<file path="config.mk">
export PLATFORM = sky130hd
export DESIGN_NAME = mem_bridge_top
export DESIGN_NICKNAME = d
export VERILOG_FILES = /design/src/verilog/axi_pkg.sv /design/src/verilog/bus_pkg.sv /design/src/verilog/axi_read_chan.sv /design/src/verilog/axi_write_chan.sv /design/src/verilog/bus_arbiter.sv /design/src/verilog/mem_bridge_top.sv
export VERILOG_INCLUDE_DIRS = /design/src /design/src/verilog
export SDC_FILE = /design/constraint.sdc
export NUM_CORES = 1
export LEC_CHECK = 0
export BUFFER_PORTS_ARGS = -buffer_cell sky130_fd_sc_hd__buf_2
export CAP_MARGIN = 20
export CORE_AREA = 5 5 135 137
export CTS_BUF_LIST = sky130_fd_sc_hd__clkbuf_2
export CTS_CLUSTER_SIZE = 12
export DETAILED_ROUTE_END_ITERATION = 8
export DIE_AREA = 0 0 140 142
export PLACE_DENSITY = 0.83
export RECOVER_POWER = 100
export SYNTH_ARGS = -nofsm -noshare
export SYNTH_HDL_FRONTEND = slang
export SYNTH_SLANG_ARGS = --single-unit
</file>
<file path="constraint.sdc">
create_clock -name clk -period 5.4 [get_ports clk]
set_input_delay 0.27 -clock clk [delete_from_list [all_inputs] [get_ports clk]]
set_output_delay 0.27 -clock clk [all_outputs]
set_load 0.05 [all_outputs]
</file>
<file path="src/verilog/mem_bridge_cfg.svh">
`ifndef MEM_BRIDGE_CFG_SVH
`define MEM_BRIDGE_CFG_SVH

// bus widths shared by the whole bridge
`define MB_ADDR_W 32
`define MB_DATA_W 32
`define MB_STRB_W 4 // one strobe per byte lane

// axi transaction ids
`define MB_ID_W 4
`define MB_ID_FETCH 0 // instruction fetch reads
`define MB_ID_DATA 1  // load/store accesses

`endif

</file>
<file path="src/verilog/axi_pkg.sv">
package axi_pkg;

  // size code, bytes per beat = 2**size
  typedef logic [2:0] axi_size_t;

  typedef enum logic [1:0] {
    FIXED = 2'b00,
    INCR  = 2'b01,
    WRAP  = 2'b10 // never issued here
  } axi_burst_t;

  // slave response codes, anything but OKAY counts as an error
  typedef enum logic [1:0] {
    OKAY   = 2'b00,
    EXOKAY = 2'b01,
    SLVERR = 2'b10,
    DECERR = 2'b11
  } axi_resp_t;

endpackage

</file>
<file path="src/verilog/bus_pkg.sv">
package bus_pkg;

  // access size from the data requester
  // encoded the same as the axi size field
  typedef enum logic [1:0] {
    SZ_BYTE = 2'd0,
    SZ_HALF = 2'd1,
    SZ_WORD = 2'd2
  } req_size_t;

  // who currently holds the master port
  typedef enum logic [1:0] {
    OWN_NONE  = 2'd0,
    OWN_FETCH = 2'd1,
    OWN_DATA  = 2'd2
  } owner_t;

endpackage

</file>
<file path="src/verilog/axi_read_chan.sv">
`timescale 1ns/1ns
`include "mem_bridge_cfg.svh"

module axi_read_chan
  import axi_pkg::*;
  import bus_pkg::*;
(
  input  logic                  clk,
  input  logic                  rst_i,
  input  logic                  start_i,
  input  logic [`MB_ADDR_W-1:0] addr_i,
  input  req_size_t             size_i,
  input  logic [`MB_ID_W-1:0]   id_i,
  input  logic                  arready_i,
  input  logic                  rvalid_i,
  input  logic [`MB_DATA_W-1:0] rdata_i,
  input  axi_resp_t             rresp_i,
  output logic                  arvalid_o,
  output logic [`MB_ADDR_W-1:0] araddr_o,
  output logic [`MB_ID_W-1:0]   arid_o,
  output axi_size_t             arsize_o,
  output logic [7:0]            arlen_o,
  output axi_burst_t            arburst_o,
  output logic                  rready_o,
  output logic                  done_o,
  output logic [`MB_DATA_W-1:0] rdata_o,
  output logic                  err_o
);

  logic [`MB_ADDR_W-1:0] addr_q;
  req_size_t             size_q;
  logic [`MB_ID_W-1:0]   id_q;
  logic                  r_hs;

  assign r_hs = rready_o && rvalid_i;

  assign araddr_o  = addr_q;
  assign arid_o    = id_q;
  assign arsize_o  = axi_size_t'(size_q); // same code points
  assign arlen_o   = 8'd0;                // single beat
  assign arburst_o = INCR;

  always_ff @(posedge clk) begin
    if (rst_i) begin
      arvalid_o <= 1'b0;
      rready_o  <= 1'b0;
      done_o    <= 1'b0;
      err_o     <= 1'b0;
    end else begin
      done_o <= 1'b0;
      err_o  <= 1'b0;
      if (start_i) begin
        arvalid_o <= 1'b1;
        rready_o  <= 1'b1; // ready for data as soon as address goes out
      end else begin
        if (arvalid_o && arready_i)
          arvalid_o <= 1'b0;
        if (r_hs) begin
          rready_o <= 1'b0;
          done_o   <= 1'b1;
          err_o    <= (rresp_i != OKAY);
        end
      end
    end
  end

  always_ff @(posedge clk) begin
    if (start_i) begin
      addr_q <= addr_i;
      size_q <= size_i;
      id_q   <= id_i;
    end
    if (r_hs)
      rdata_o <= rdata_i;
  end

endmodule

</file>
<file path="src/verilog/axi_write_chan.sv">
`timescale 1ns/1ns
`include "mem_bridge_cfg.svh"

module axi_write_chan
  import axi_pkg::*;
  import bus_pkg::*;
(
  input  logic                  clk,
  input  logic                  rst_i,
  input  logic                  start_i,
  input  logic [`MB_ADDR_W-1:0] addr_i,
  input  req_size_t             size_i,
  input  logic [`MB_ID_W-1:0]   id_i,
  input  logic [`MB_DATA_W-1:0] wdata_i,
  input  logic [`MB_STRB_W-1:0] strb_i,
  input  logic                  awready_i,
  input  logic                  wready_i,
  input  logic                  bvalid_i,
  input  axi_resp_t             bresp_i,
  output logic                  awvalid_o,
  output logic [`MB_ADDR_W-1:0] awaddr_o,
  output logic [`MB_ID_W-1:0]   awid_o,
  output axi_size_t             awsize_o,
  output logic [7:0]            awlen_o,
  output axi_burst_t            awburst_o,
  output logic                  wvalid_o,
  output logic [`MB_DATA_W-1:0] wdata_o,
  output logic [`MB_STRB_W-1:0] wstrb_o,
  output logic                  wlast_o,
  output logic                  bready_o,
  output logic                  done_o,
  output logic                  err_o
);

  logic                  busy;
  logic                  aw_ok;
  logic                  w_ok;
  logic [`MB_ADDR_W-1:0] addr_q;
  req_size_t             size_q;
  logic [`MB_ID_W-1:0]   id_q;

  // address or data phase finished, or finishing this cycle
  assign aw_ok = !awvalid_o || awready_i;
  assign w_ok  = !wvalid_o || wready_i;

  assign awaddr_o  = addr_q;
  assign awid_o    = id_q;
  assign awsize_o  = axi_size_t'(size_q);
  assign awlen_o   = 8'd0;
  assign awburst_o = INCR;
  assign wlast_o   = 1'b1; // every burst is one beat

  always_ff @(posedge clk) begin
    if (rst_i) begin
      busy      <= 1'b0;
      awvalid_o <= 1'b0;
      wvalid_o  <= 1'b0;
      bready_o  <= 1'b0;
      done_o    <= 1'b0;
      err_o     <= 1'b0;
    end else begin
      done_o <= 1'b0;
      err_o  <= 1'b0;
      if (start_i) begin
        busy      <= 1'b1;
        awvalid_o <= 1'b1;
        wvalid_o  <= 1'b1;
      end else if (busy) begin
        if (awready_i)
          awvalid_o <= 1'b0;
        if (wready_i)
          wvalid_o <= 1'b0;
        // response phase opens once both aw and w are through
        if (!bready_o && aw_ok && w_ok)
          bready_o <= 1'b1;
        if (bready_o && bvalid_i) begin
          bready_o <= 1'b0;
          busy     <= 1'b0;
          done_o   <= 1'b1;
          err_o    <= (bresp_i != OKAY);
        end
      end
    end
  end

  always_ff @(posedge clk) begin
    if (start_i) begin
      addr_q  <= addr_i;
      size_q  <= size_i;
      id_q    <= id_i;
      wdata_o <= wdata_i;
      wstrb_o <= strb_i;
    end
  end

endmodule

</file>
<file path="src/verilog/bus_arbiter.sv">
`timescale 1ns/1ns
`include "mem_bridge_cfg.svh"

module bus_arbiter
  import bus_pkg::*;
(
  input  logic                  clk,
  input  logic                  rst_i,
  input  logic                  if_req_i,
  input  logic [`MB_ADDR_W-1:0] if_addr_i,
  input  logic                  d_req_i,
  input  logic                  d_we_i,
  input  logic [`MB_ADDR_W-1:0] d_addr_i,
  input  req_size_t             d_size_i,
  input  logic [`MB_STRB_W-1:0] d_wstrb_i,
  input  logic                  rd_done_i,
  input  logic                  wr_done_i,
  input  logic                  err_i,
  output logic                  if_done_o,
  output logic                  d_done_o,
  output logic                  if_err_o,
  output logic                  d_err_o,
  output logic                  rd_start_o,
  output logic                  wr_start_o,
  output logic [`MB_ADDR_W-1:0] addr_o,
  output req_size_t             size_o,
  output logic [`MB_STRB_W-1:0] strb_o,
  output logic [`MB_ID_W-1:0]   id_o
);

  typedef enum logic [1:0] {ST_IDLE, ST_READ, ST_WRITE} state_t;

  localparam logic [`MB_ID_W-1:0] ID_FETCH = `MB_ID_FETCH;
  localparam logic [`MB_ID_W-1:0] ID_DATA  = `MB_ID_DATA;

  state_t state;
  owner_t owner;
  logic   grant_ok;
  logic   ch_done;

  // requester still holds req during its done cycle, so skip that one
  assign grant_ok = (state == ST_IDLE) && !if_done_o && !d_done_o;
  assign ch_done  = ((state == ST_READ) && rd_done_i) || ((state == ST_WRITE) && wr_done_i);

  always_ff @(posedge clk) begin
    if (rst_i) begin
      state      <= ST_IDLE;
      owner      <= OWN_NONE;
      rd_start_o <= 1'b0;
      wr_start_o <= 1'b0;
      if_done_o  <= 1'b0;
      d_done_o   <= 1'b0;
      if_err_o   <= 1'b0;
      d_err_o    <= 1'b0;
    end else begin
      rd_start_o <= 1'b0;
      wr_start_o <= 1'b0;
      if_done_o  <= 1'b0;
      d_done_o   <= 1'b0;
      if_err_o   <= 1'b0;
      d_err_o    <= 1'b0;
      if (grant_ok && d_req_i) begin // data side wins
        state      <= d_we_i ? ST_WRITE : ST_READ;
        owner      <= OWN_DATA;
        rd_start_o <= !d_we_i;
        wr_start_o <= d_we_i;
      end else if (grant_ok && if_req_i) begin
        state      <= ST_READ;
        owner      <= OWN_FETCH;
        rd_start_o <= 1'b1;
      end else if (ch_done) begin
        // hand completion back to whoever owns the port
        state     <= ST_IDLE;
        owner     <= OWN_NONE;
        if_done_o <= (owner == OWN_FETCH);
        d_done_o  <= (owner == OWN_DATA);
        if_err_o  <= (owner == OWN_FETCH) && err_i;
        d_err_o   <= (owner == OWN_DATA) && err_i;
      end
    end
  end

  // request fields, latched with the grant
  always_ff @(posedge clk) begin
    if (grant_ok && d_req_i) begin
      addr_o <= d_addr_i;
      size_o <= d_size_i;
      strb_o <= d_wstrb_i;
      id_o   <= ID_DATA;
    end else if (grant_ok && if_req_i) begin
      addr_o <= if_addr_i;
      size_o <= SZ_WORD; // fetch is always a full word
      strb_o <= '1;
      id_o   <= ID_FETCH;
    end
  end

endmodule

</file>
<file path="src/verilog/mem_bridge_top.sv">
`timescale 1ns/1ns
`include "mem_bridge_cfg.svh"

module mem_bridge_top
  import axi_pkg::*;
  import bus_pkg::*;
(
  input  logic                  clk,
  input  logic                  rst_i,
  // fetch requester
  input  logic                  if_req_i,
  input  logic [`MB_ADDR_W-1:0] if_addr_i,
  output logic                  if_done_o,
  output logic [`MB_DATA_W-1:0] if_rdata_o,
  output logic                  if_err_o,
  // data requester
  input  logic                  d_req_i,
  input  logic                  d_we_i,
  input  logic [`MB_ADDR_W-1:0] d_addr_i,
  input  logic [`MB_DATA_W-1:0] d_wdata_i,
  input  logic [`MB_STRB_W-1:0] d_wstrb_i,
  input  req_size_t             d_size_i,
  output logic                  d_done_o,
  output logic [`MB_DATA_W-1:0] d_rdata_o,
  output logic                  d_err_o,
  // axi write address
  input  logic                  awready_i,
  output logic                  awvalid_o,
  output logic [`MB_ADDR_W-1:0] awaddr_o,
  output logic [`MB_ID_W-1:0]   awid_o,
  output logic [7:0]            awlen_o,
  output axi_size_t             awsize_o,
  output axi_burst_t            awburst_o,
  // axi write data and response
  input  logic                  wready_i,
  output logic                  wvalid_o,
  output logic [`MB_DATA_W-1:0] wdata_o,
  output logic [`MB_STRB_W-1:0] wstrb_o,
  output logic                  wlast_o,
  output logic                  bready_o,
  input  logic                  bvalid_i,
  input  axi_resp_t             bresp_i,
  // axi read address and data
  input  logic                  arready_i,
  output logic                  arvalid_o,
  output logic [`MB_ADDR_W-1:0] araddr_o,
  output logic [`MB_ID_W-1:0]   arid_o,
  output logic [7:0]            arlen_o,
  output axi_size_t             arsize_o,
  output axi_burst_t            arburst_o,
  output logic                  rready_o,
  input  logic                  rvalid_i,
  input  axi_resp_t             rresp_i,
  input  logic [`MB_DATA_W-1:0] rdata_i
);

  logic                  rd_start;
  logic                  wr_start;
  logic                  rd_done;
  logic                  wr_done;
  logic                  rd_err;
  logic                  wr_err;
  logic                  ch_err;
  logic [`MB_ADDR_W-1:0] arb_addr;
  req_size_t             arb_size;
  logic [`MB_STRB_W-1:0] arb_strb;
  logic [`MB_ID_W-1:0]   arb_id;
  logic [`MB_DATA_W-1:0] rd_rdata;

  assign ch_err     = rd_err | wr_err; // each is only high with its own done
  assign if_rdata_o = rd_rdata;
  assign d_rdata_o  = rd_rdata;

  bus_arbiter u_arb (
    .clk        (clk),
    .rst_i      (rst_i),
    .if_req_i   (if_req_i),
    .if_addr_i  (if_addr_i),
    .d_req_i    (d_req_i),
    .d_we_i     (d_we_i),
    .d_addr_i   (d_addr_i),
    .d_size_i   (d_size_i),
    .d_wstrb_i  (d_wstrb_i),
    .rd_done_i  (rd_done),
    .wr_done_i  (wr_done),
    .err_i      (ch_err),
    .if_done_o  (if_done_o),
    .d_done_o   (d_done_o),
    .if_err_o   (if_err_o),
    .d_err_o    (d_err_o),
    .rd_start_o (rd_start),
    .wr_start_o (wr_start),
    .addr_o     (arb_addr),
    .size_o     (arb_size),
    .strb_o     (arb_strb),
    .id_o       (arb_id)
  );

  axi_read_chan u_rd (
    .clk       (clk),
    .rst_i     (rst_i),
    .start_i   (rd_start),
    .addr_i    (arb_addr),
    .size_i    (arb_size),
    .id_i      (arb_id),
    .arready_i (arready_i),
    .rvalid_i  (rvalid_i),
    .rdata_i   (rdata_i),
    .rresp_i   (rresp_i),
    .arvalid_o (arvalid_o),
    .araddr_o  (araddr_o),
    .arid_o    (arid_o),
    .arsize_o  (arsize_o),
    .arlen_o   (arlen_o),
    .arburst_o (arburst_o),
    .rready_o  (rready_o),
    .done_o    (rd_done),
    .rdata_o   (rd_rdata),
    .err_o     (rd_err)
  );

  axi_write_chan u_wr (
    .clk       (clk),
    .rst_i     (rst_i),
    .start_i   (wr_start),
    .addr_i    (arb_addr),
    .size_i    (arb_size),
    .id_i      (arb_id),
    .wdata_i   (d_wdata_i), // only the data side ever writes
    .strb_i    (arb_strb),
    .awready_i (awready_i),
    .wready_i  (wready_i),
    .bvalid_i  (bvalid_i),
    .bresp_i   (bresp_i),
    .awvalid_o (awvalid_o),
    .awaddr_o  (awaddr_o),
    .awid_o    (awid_o),
    .awsize_o  (awsize_o),
    .awlen_o   (awlen_o),
    .awburst_o (awburst_o),
    .wvalid_o  (wvalid_o),
    .wdata_o   (wdata_o),
    .wstrb_o   (wstrb_o),
    .wlast_o   (wlast_o),
    .bready_o  (bready_o),
    .done_o    (wr_done),
    .err_o     (wr_err)
  );

endmodule
</file>
## After elaboration in Yosys (flattened, before gate mapping)

Index checks and enable logic that the tools add are counted.

| storage, ports and cells | value |
|---|---|
| register bits after elaboration | 197 |
| latch bits | 0 |
| memory bits (writable) | 0 |
| ROM bits | 0 |
| input port bits | 148 |
| output and inout port bits | 208 |
| logic and storage cells | 117 |
| memories | 0 |

| cells by class | value |
|---|---|
| add/subtract/negate cells | 0 |
| $mul | 0 |
| divide/modulo/power cells | 0 |
| magnitude comparators | 0 |
| eq/ne operators | 4 |
| shifts and indexed selects | 0 |
| multiplexer cells | 30 |
| bitwise logic cells | 7 |
| reductions and logical operators | 44 |

Operators with widths:

| kind | count |
|---|---|
| 32-bit two-way mux | 2 |
| 2-bit nonzero test | 10 |
| 1-bit two-way mux | 19 |
| 2-bit two-way mux | 7 |
| 1-bit logical AND | 13 |
| 4-bit two-way mux | 2 |
| 4-bit OR reduction | 2 |
| 1-bit logical NOT | 6 |
| 1-bit inverter | 6 |
| 2-bit OR reduction | 3 |
| 3-bit OR reduction | 2 |
| 2-bit by 1-bit equality test with 1-bit output, second input constant | 2 |
| 2-bit equality test, second input constant | 2 |
| 2-bit AND reduction | 2 |
| 1-bit logical OR | 3 |
| 3-bit AND reduction | 1 |
| 3-bit nonzero test | 1 |
| 2-bit logical NOT | 1 |
| 1-bit OR | 1 |

## Logic depth before layout (Yosys ltp)

| depth | value |
|---|---|
| depth in word-level cells | 6 |
| mapped depth | 6 |
| gate-level depth less buffers | 4 |

## Modules after synthesis

From an unflattened synthesis, not the netlist that was laid out.

| unflattened totals | value |
|---|---|
| cells, all modules | 369 |
| area total of the unflattened synthesis | 7287.0 um^2 |

Modules (own cells, without submodules):

| module | instances | cells each | area each (um^2) | seq. area each (um^2) |
|---|---|---|---|---|
| axi_write_chan | 1 | 112 | 2565.0 | 2342.2 |
| axi_read_chan | 1 | 97 | 2329.7 | 2182.1 |
| bus_arbiter | 1 | 127 | 2145.8 | 1361.3 |
| mem_bridge_top | 1 | 33 | 246.5 | 0.0 |

## Worst setup path after synthesis

OpenSTA, ideal clock, no wires.

| timing path | value |
|---|---|
| path type | register -> register |
| start point | reg u_arb.wr_start_o |
| end point | reg u_wr.bready_o |
| library setup time | 0.128 ns |
| arrival | 2.441 ns |
| data required time | 5.272 ns |
| slack | 2.832 ns |
| stages on the path, launching flop included | 5 |
| path buffers | 0 |
| period minus slack after synthesis | 2.568 ns |
| path through | dfxtp_1 nand2b_1 a221oi_1 o22ai_1 nor2_1 |

| between the ends | value |
|---|---|
| cells in the longest elaborated chain, start to end | 2 |

Ends and longest elaborated chain:

| what | line | text |
|---|---|---|
| start, declared | bus_arbiter.sv:24 | `output logic wr_start_o,` |
| start signal, assigned | bus_arbiter.sv:66 | `wr_start_o <= d_we_i;` |
| 1-bit inverter (no line) | - |  |
| 3-bit AND reduction (no line) | - |  |
| end signal, assigned | axi_write_chan.sv:58 | `bready_o <= 1'b0;` |
| end signal, assigned | axi_write_chan.sv:75 | `bready_o <= 1'b1;` |
| end signal, assigned | axi_write_chan.sv:77 | `bready_o <= 1'b0;` |
| end, declared | axi_write_chan.sv:30 | `output logic bready_o,` |

Every way passes these cells.
A chain may end at the register's enable or synchronous reset.

## Final worst setup path

| timing path | value |
|---|---|
| start point | reg u_arb.state[1] |
| end point | reg u_arb.addr_o[10], data pin |

| between the ends | value |
|---|---|
| cells in the longest elaborated chain, start to end | 5 |

Ends and longest elaborated chain:

| what | line | text |
|---|---|---|
| start, declared | bus_arbiter.sv:36 | `state_t state;` |
| start signal, assigned | bus_arbiter.sv:63 | `state <= d_we_i ? ST_WRITE : ST_READ;` |
| 2-bit logical NOT | bus_arbiter.sv:42 | `assign grant_ok = (state == ST_IDLE) && !if_done_o && !d_done_o;` |
| 1-bit logical AND (2 in series) | bus_arbiter.sv:42 |  |
| 1-bit logical AND | bus_arbiter.sv:85 | `if (grant_ok && d_req_i) begin` |
| 32-bit two-way mux | bus_arbiter.sv:85 |  |
| end signal, assigned | bus_arbiter.sv:86 | `addr_o <= d_addr_i;` |
| end signal, assigned | bus_arbiter.sv:91 | `addr_o <= if_addr_i;` |
| end, declared | bus_arbiter.sv:25 | `` output logic [`MB_ADDR_W-1:0] addr_o, `` |

Every way passes these cells.

==> metrics.md <==
| Metric | Value |
|---|---|
| Fraction of layout cells with a size suffix above 1 | `between 10% and 20%` |
| Final TNS setup | `0 ns` |
| Final setup viols | `0` |
| Area Growth Syn to Fin | `43.7%` |
| Largest net degree at the start of global routing | `between 70 and 80` |
| Critical path class | `flop to flop` |
| Initial core utilization | `slightly above 40%` |
| Seq/Total Area, Yosys | `a little over 80%` |
| Post-synth EDFFs | `around 180` |
| Gr ovfl total | `0` |
| Worst path arrival time | `between 3 and 4 ns` |
| Global-route wire length before repair | `29800 um` |
| Failing checks | `max-capacitance violations, max-slew violations` |
| Yosys top cell area share | `76.4%` |
| Yosys warns | `0` |
| H-tree levels | `4` |
| Placement Rows | `48` |
| Clock Path Buffers | `2` |
| Internal | `approximately 2200 uW` |
| Average wire per standard cell | `~19 um` |
| Tmin final | `about 3.2 ns` |
| Multiplexer share of the synthesized area | `0.325%` |
| HP Class | `input pin to flop` |
| Chip width | `approximately 140 um` |
| Ys flop type | `edfxtp_1` |
| Max_slew headroom | `-36.5%` |
| Combinational share of power | `17.1%` |
| Final nets | `roughly 1000` |
| Clock share of power | `between 20% and 30%` |
| Status | `finished, violations left` |
| Synth cell types | `24` |
| Setup crit end kind | `flop` |
| ANT nets after route | `0` |
| Final WS setup | `~2.2 ns` |
| CTS buffer count | `17` |
| Detailed-route via count | `between 5000 and 6000` |
| Lkg Pwr | `~0.0039 uW` |
| Sw Share | `a little under a third` |
| Clock root cell | `clkbuf_2` |
| Synth area leaders | `edfxtp_1, buf_4, dfxtp_1` |
| HPWL Detailed | `around 14000 um` |
| Psw | `just under 1000 uW` |
| Number of clock sinks | `197` |
| Die height | `roughly 140 um` |
| Yosys top cell by area | `edfxtp_1` |
| Gr usage total | `roughly a fifth` |
| Largest family of logic cells by synthesized area | `simple AND/OR/NAND/NOR gates` |
| Top cells by count, synth | `edfxtp_1, nand2_1, buf_4` |
| Sequential Power Share | `about three fifths` |
| DRC viols | `0` |
| Post-CTS Resized | `0` |
| Final wirelength | `20900 um` |
| Power Dens Cells | `317 nW/um^2` |
| Syn avg cell area | `~16 um^2` |
| DRT iter0 DRCs | `between 300 and 400` |
| Vias per cell | `4.54` |
| Clock Skews | `0.0533 ns` |
| Startpoint Class | `flop` |
| Total core area | `16900 um^2` |
| Vias in the first global route | `5202` |
| RSZ-0062 raised after global routing | `false` |
| Final Hold Viols | `0` |
| Clock network latency to the later pin of the worst-skew pair | `0.74 ns` |
| Pre-CTS setup slack | `3.35 ns` |
| Slew @ Worst Pin | `approximately 2.0 ns` |
| Ports | `~360` |
| Fmax | `308 MHz` |
| Synth Area in XOR/XNOR | `0%` |
| Complex-gate fraction of the synthesized area | `~1.2%` |
| I/O Buffers | `~330` |
| Period utilisation layout | `60.1%` |
| GPL Wtd Cong | `~0.9` |
| Final Max Slew Viols | `between 100 and 150` |
| IR drop worst, VDD | `about 0.19 mV` |
| Post-synth ARST share | `0%` |
| Yosys reg bits | `between 150 and 200` |
| Synth Area in Adders | `0%` |
| CP Data Required Time | `just under 6 ns` |
| Total die area | `between 15000 and 20000 um^2` |
| Synthesized cell area | `a little under 7000 um^2` |
| Crit path max fanout | `36` |
| CTS tree | `built` |
| Drt first pass iters | `5` |
| Flop-to-flop setup slack | `roughly 2.2 ns` |
| Simple logic cell fraction of the synthesized area | `~8.3%` |
| Initial antenna violation count | `2` |
| Max Cap Viol | `3` |
| Cells after synthesis | `~430` |
| Most common cell in the netlist | `edfxtp_1` |
| Clock Pin Slew Worst Setup and Hold Paths | `between 0.3 and 0.4 ns` |
## layout make-up
cell class | instances | area [um^2]
tap | 225 | 282
sequential | 197 | 5710
clock inverter | 15 | 181
fill | 1408 | 6990
clock buffer | 17 | 85.1
timing repair buffer | 475 | 2890
multi-input combinational | 184 | 776
inverter | 6 | 22.5
antenna | 2 | 5.00
## cells in the final DEF (no fill, tap or decap), types with 4 or more instances in the layout
cell type	Yosys	final
clkbuf_1	4	186
edfxtp_1	176	176
dlygate4sd3_1	0	148
buf_2	2	140
nand2_1	109	110
conb_1	2	29
dfxtp_1	21	20
clkbuf_2	0	18
nor2_1	12	12
a21oi_1	8	8
nand2b_1	7	7
inv_1	6	6
nor3_1	5	5
inv_6	0	4
clkinv_8	0	4
## cells by family after synthesis
kind of cell | count (synthesis)
compound gates | 14
buf+inv | 75
flops | 197
mux | 2
other cells | 2
simple gates | 139
## power by group through the flow
stage	clock network [uW]	registers [uW]	logic, uW
after CTS	763	1870	550
after floorplan	0	2040	172
final	735	1870	540
after global routing	832	1890	569
after global placement	0	1900	433
after detailed placement	0	1900	440
## metal layers
metal  vias up  share of wire, %  GRT usage (%)
met5         -             0.062              0
met4         2               3.7           8.67
met3        50               8.0           5.17
met2       296                54           38.8
met1      2429                34           20.9
li1       2317                 -              -
## sequential cells by signal, summed over array words and instances (netlist names), 2 cells and up
| signal | flops |
|---|---|
| u_rd.size_q | 2 |
| u_rd.rdata_o | 32 |
| u_arb.owner | 2 |
| u_arb.size_o | 2 |
| u_wr.awaddr_o | 32 |
| u_wr.wstrb_o | 4 |
| u_rd.araddr_o | 32 |
| u_arb.addr_o | 32 |
| u_wr.wdata_o | 32 |
| u_wr.size_q | 2 |
| u_arb.state | 2 |
| u_arb.strb_o | 4 |
## critical path, stage by stage (launching register included)
cell and delay (ns):
dfxtp_1 0.40, nor4_1 0.64, nand2_1 0.97, nand2_1 0.36
nand2_1 0.08, dlygate4sd3_1 0.55
## repair_timing
| item | 4_1_cts | 5_1_grt |
|---|---|---|
| endpoints found under the hold margin | 123 | 0 |
| buffers inserted | 0 | 0 |
| hold buffers | 148 | 0 |
## through the flow
step / std cells / hold slack [ns] / total power, uW / util [%] / instance area, um^2
2_1_floorplan: 456 / 0.347 / 2210 / - / 7020
3_3_place_gp: 939 / 0.401 / 2330 / 49.9 / 8450
3_5_place_dp: 939 / 0.411 / 2340 / 49.9 / 8450
4_1_cts: 1119 / 0.0881 / 3180 / 60.2 / 10200
5_1_grt: 1120 / 0.0351 / 3290 / 58.7 / 9940
6_report: 1121 / 0.199 / 3150 / 58.7 / 9950
## path summary, 6_finish.rpt
path	from	end	depth (start not counted)
worst min-delay path	d_wdata_i[5]	u_wr.wdata_o[5]$_DFFE_PP_	2
worst min register to register	u_arb.strb_o[1]$_SDFFCE_PN1P_	u_wr.wstrb_o[1]$_DFFE_PP_	0
worst max-delay path	u_arb.state[1]$_SDFFE_PP0P_	u_arb.addr_o[10]$_DFFE_PP_	5
worst max register to register	u_arb.state[1]$_SDFFE_PP0P_	u_arb.addr_o[10]$_DFFE_PP_	5
(Power assumes the default switching activity.)
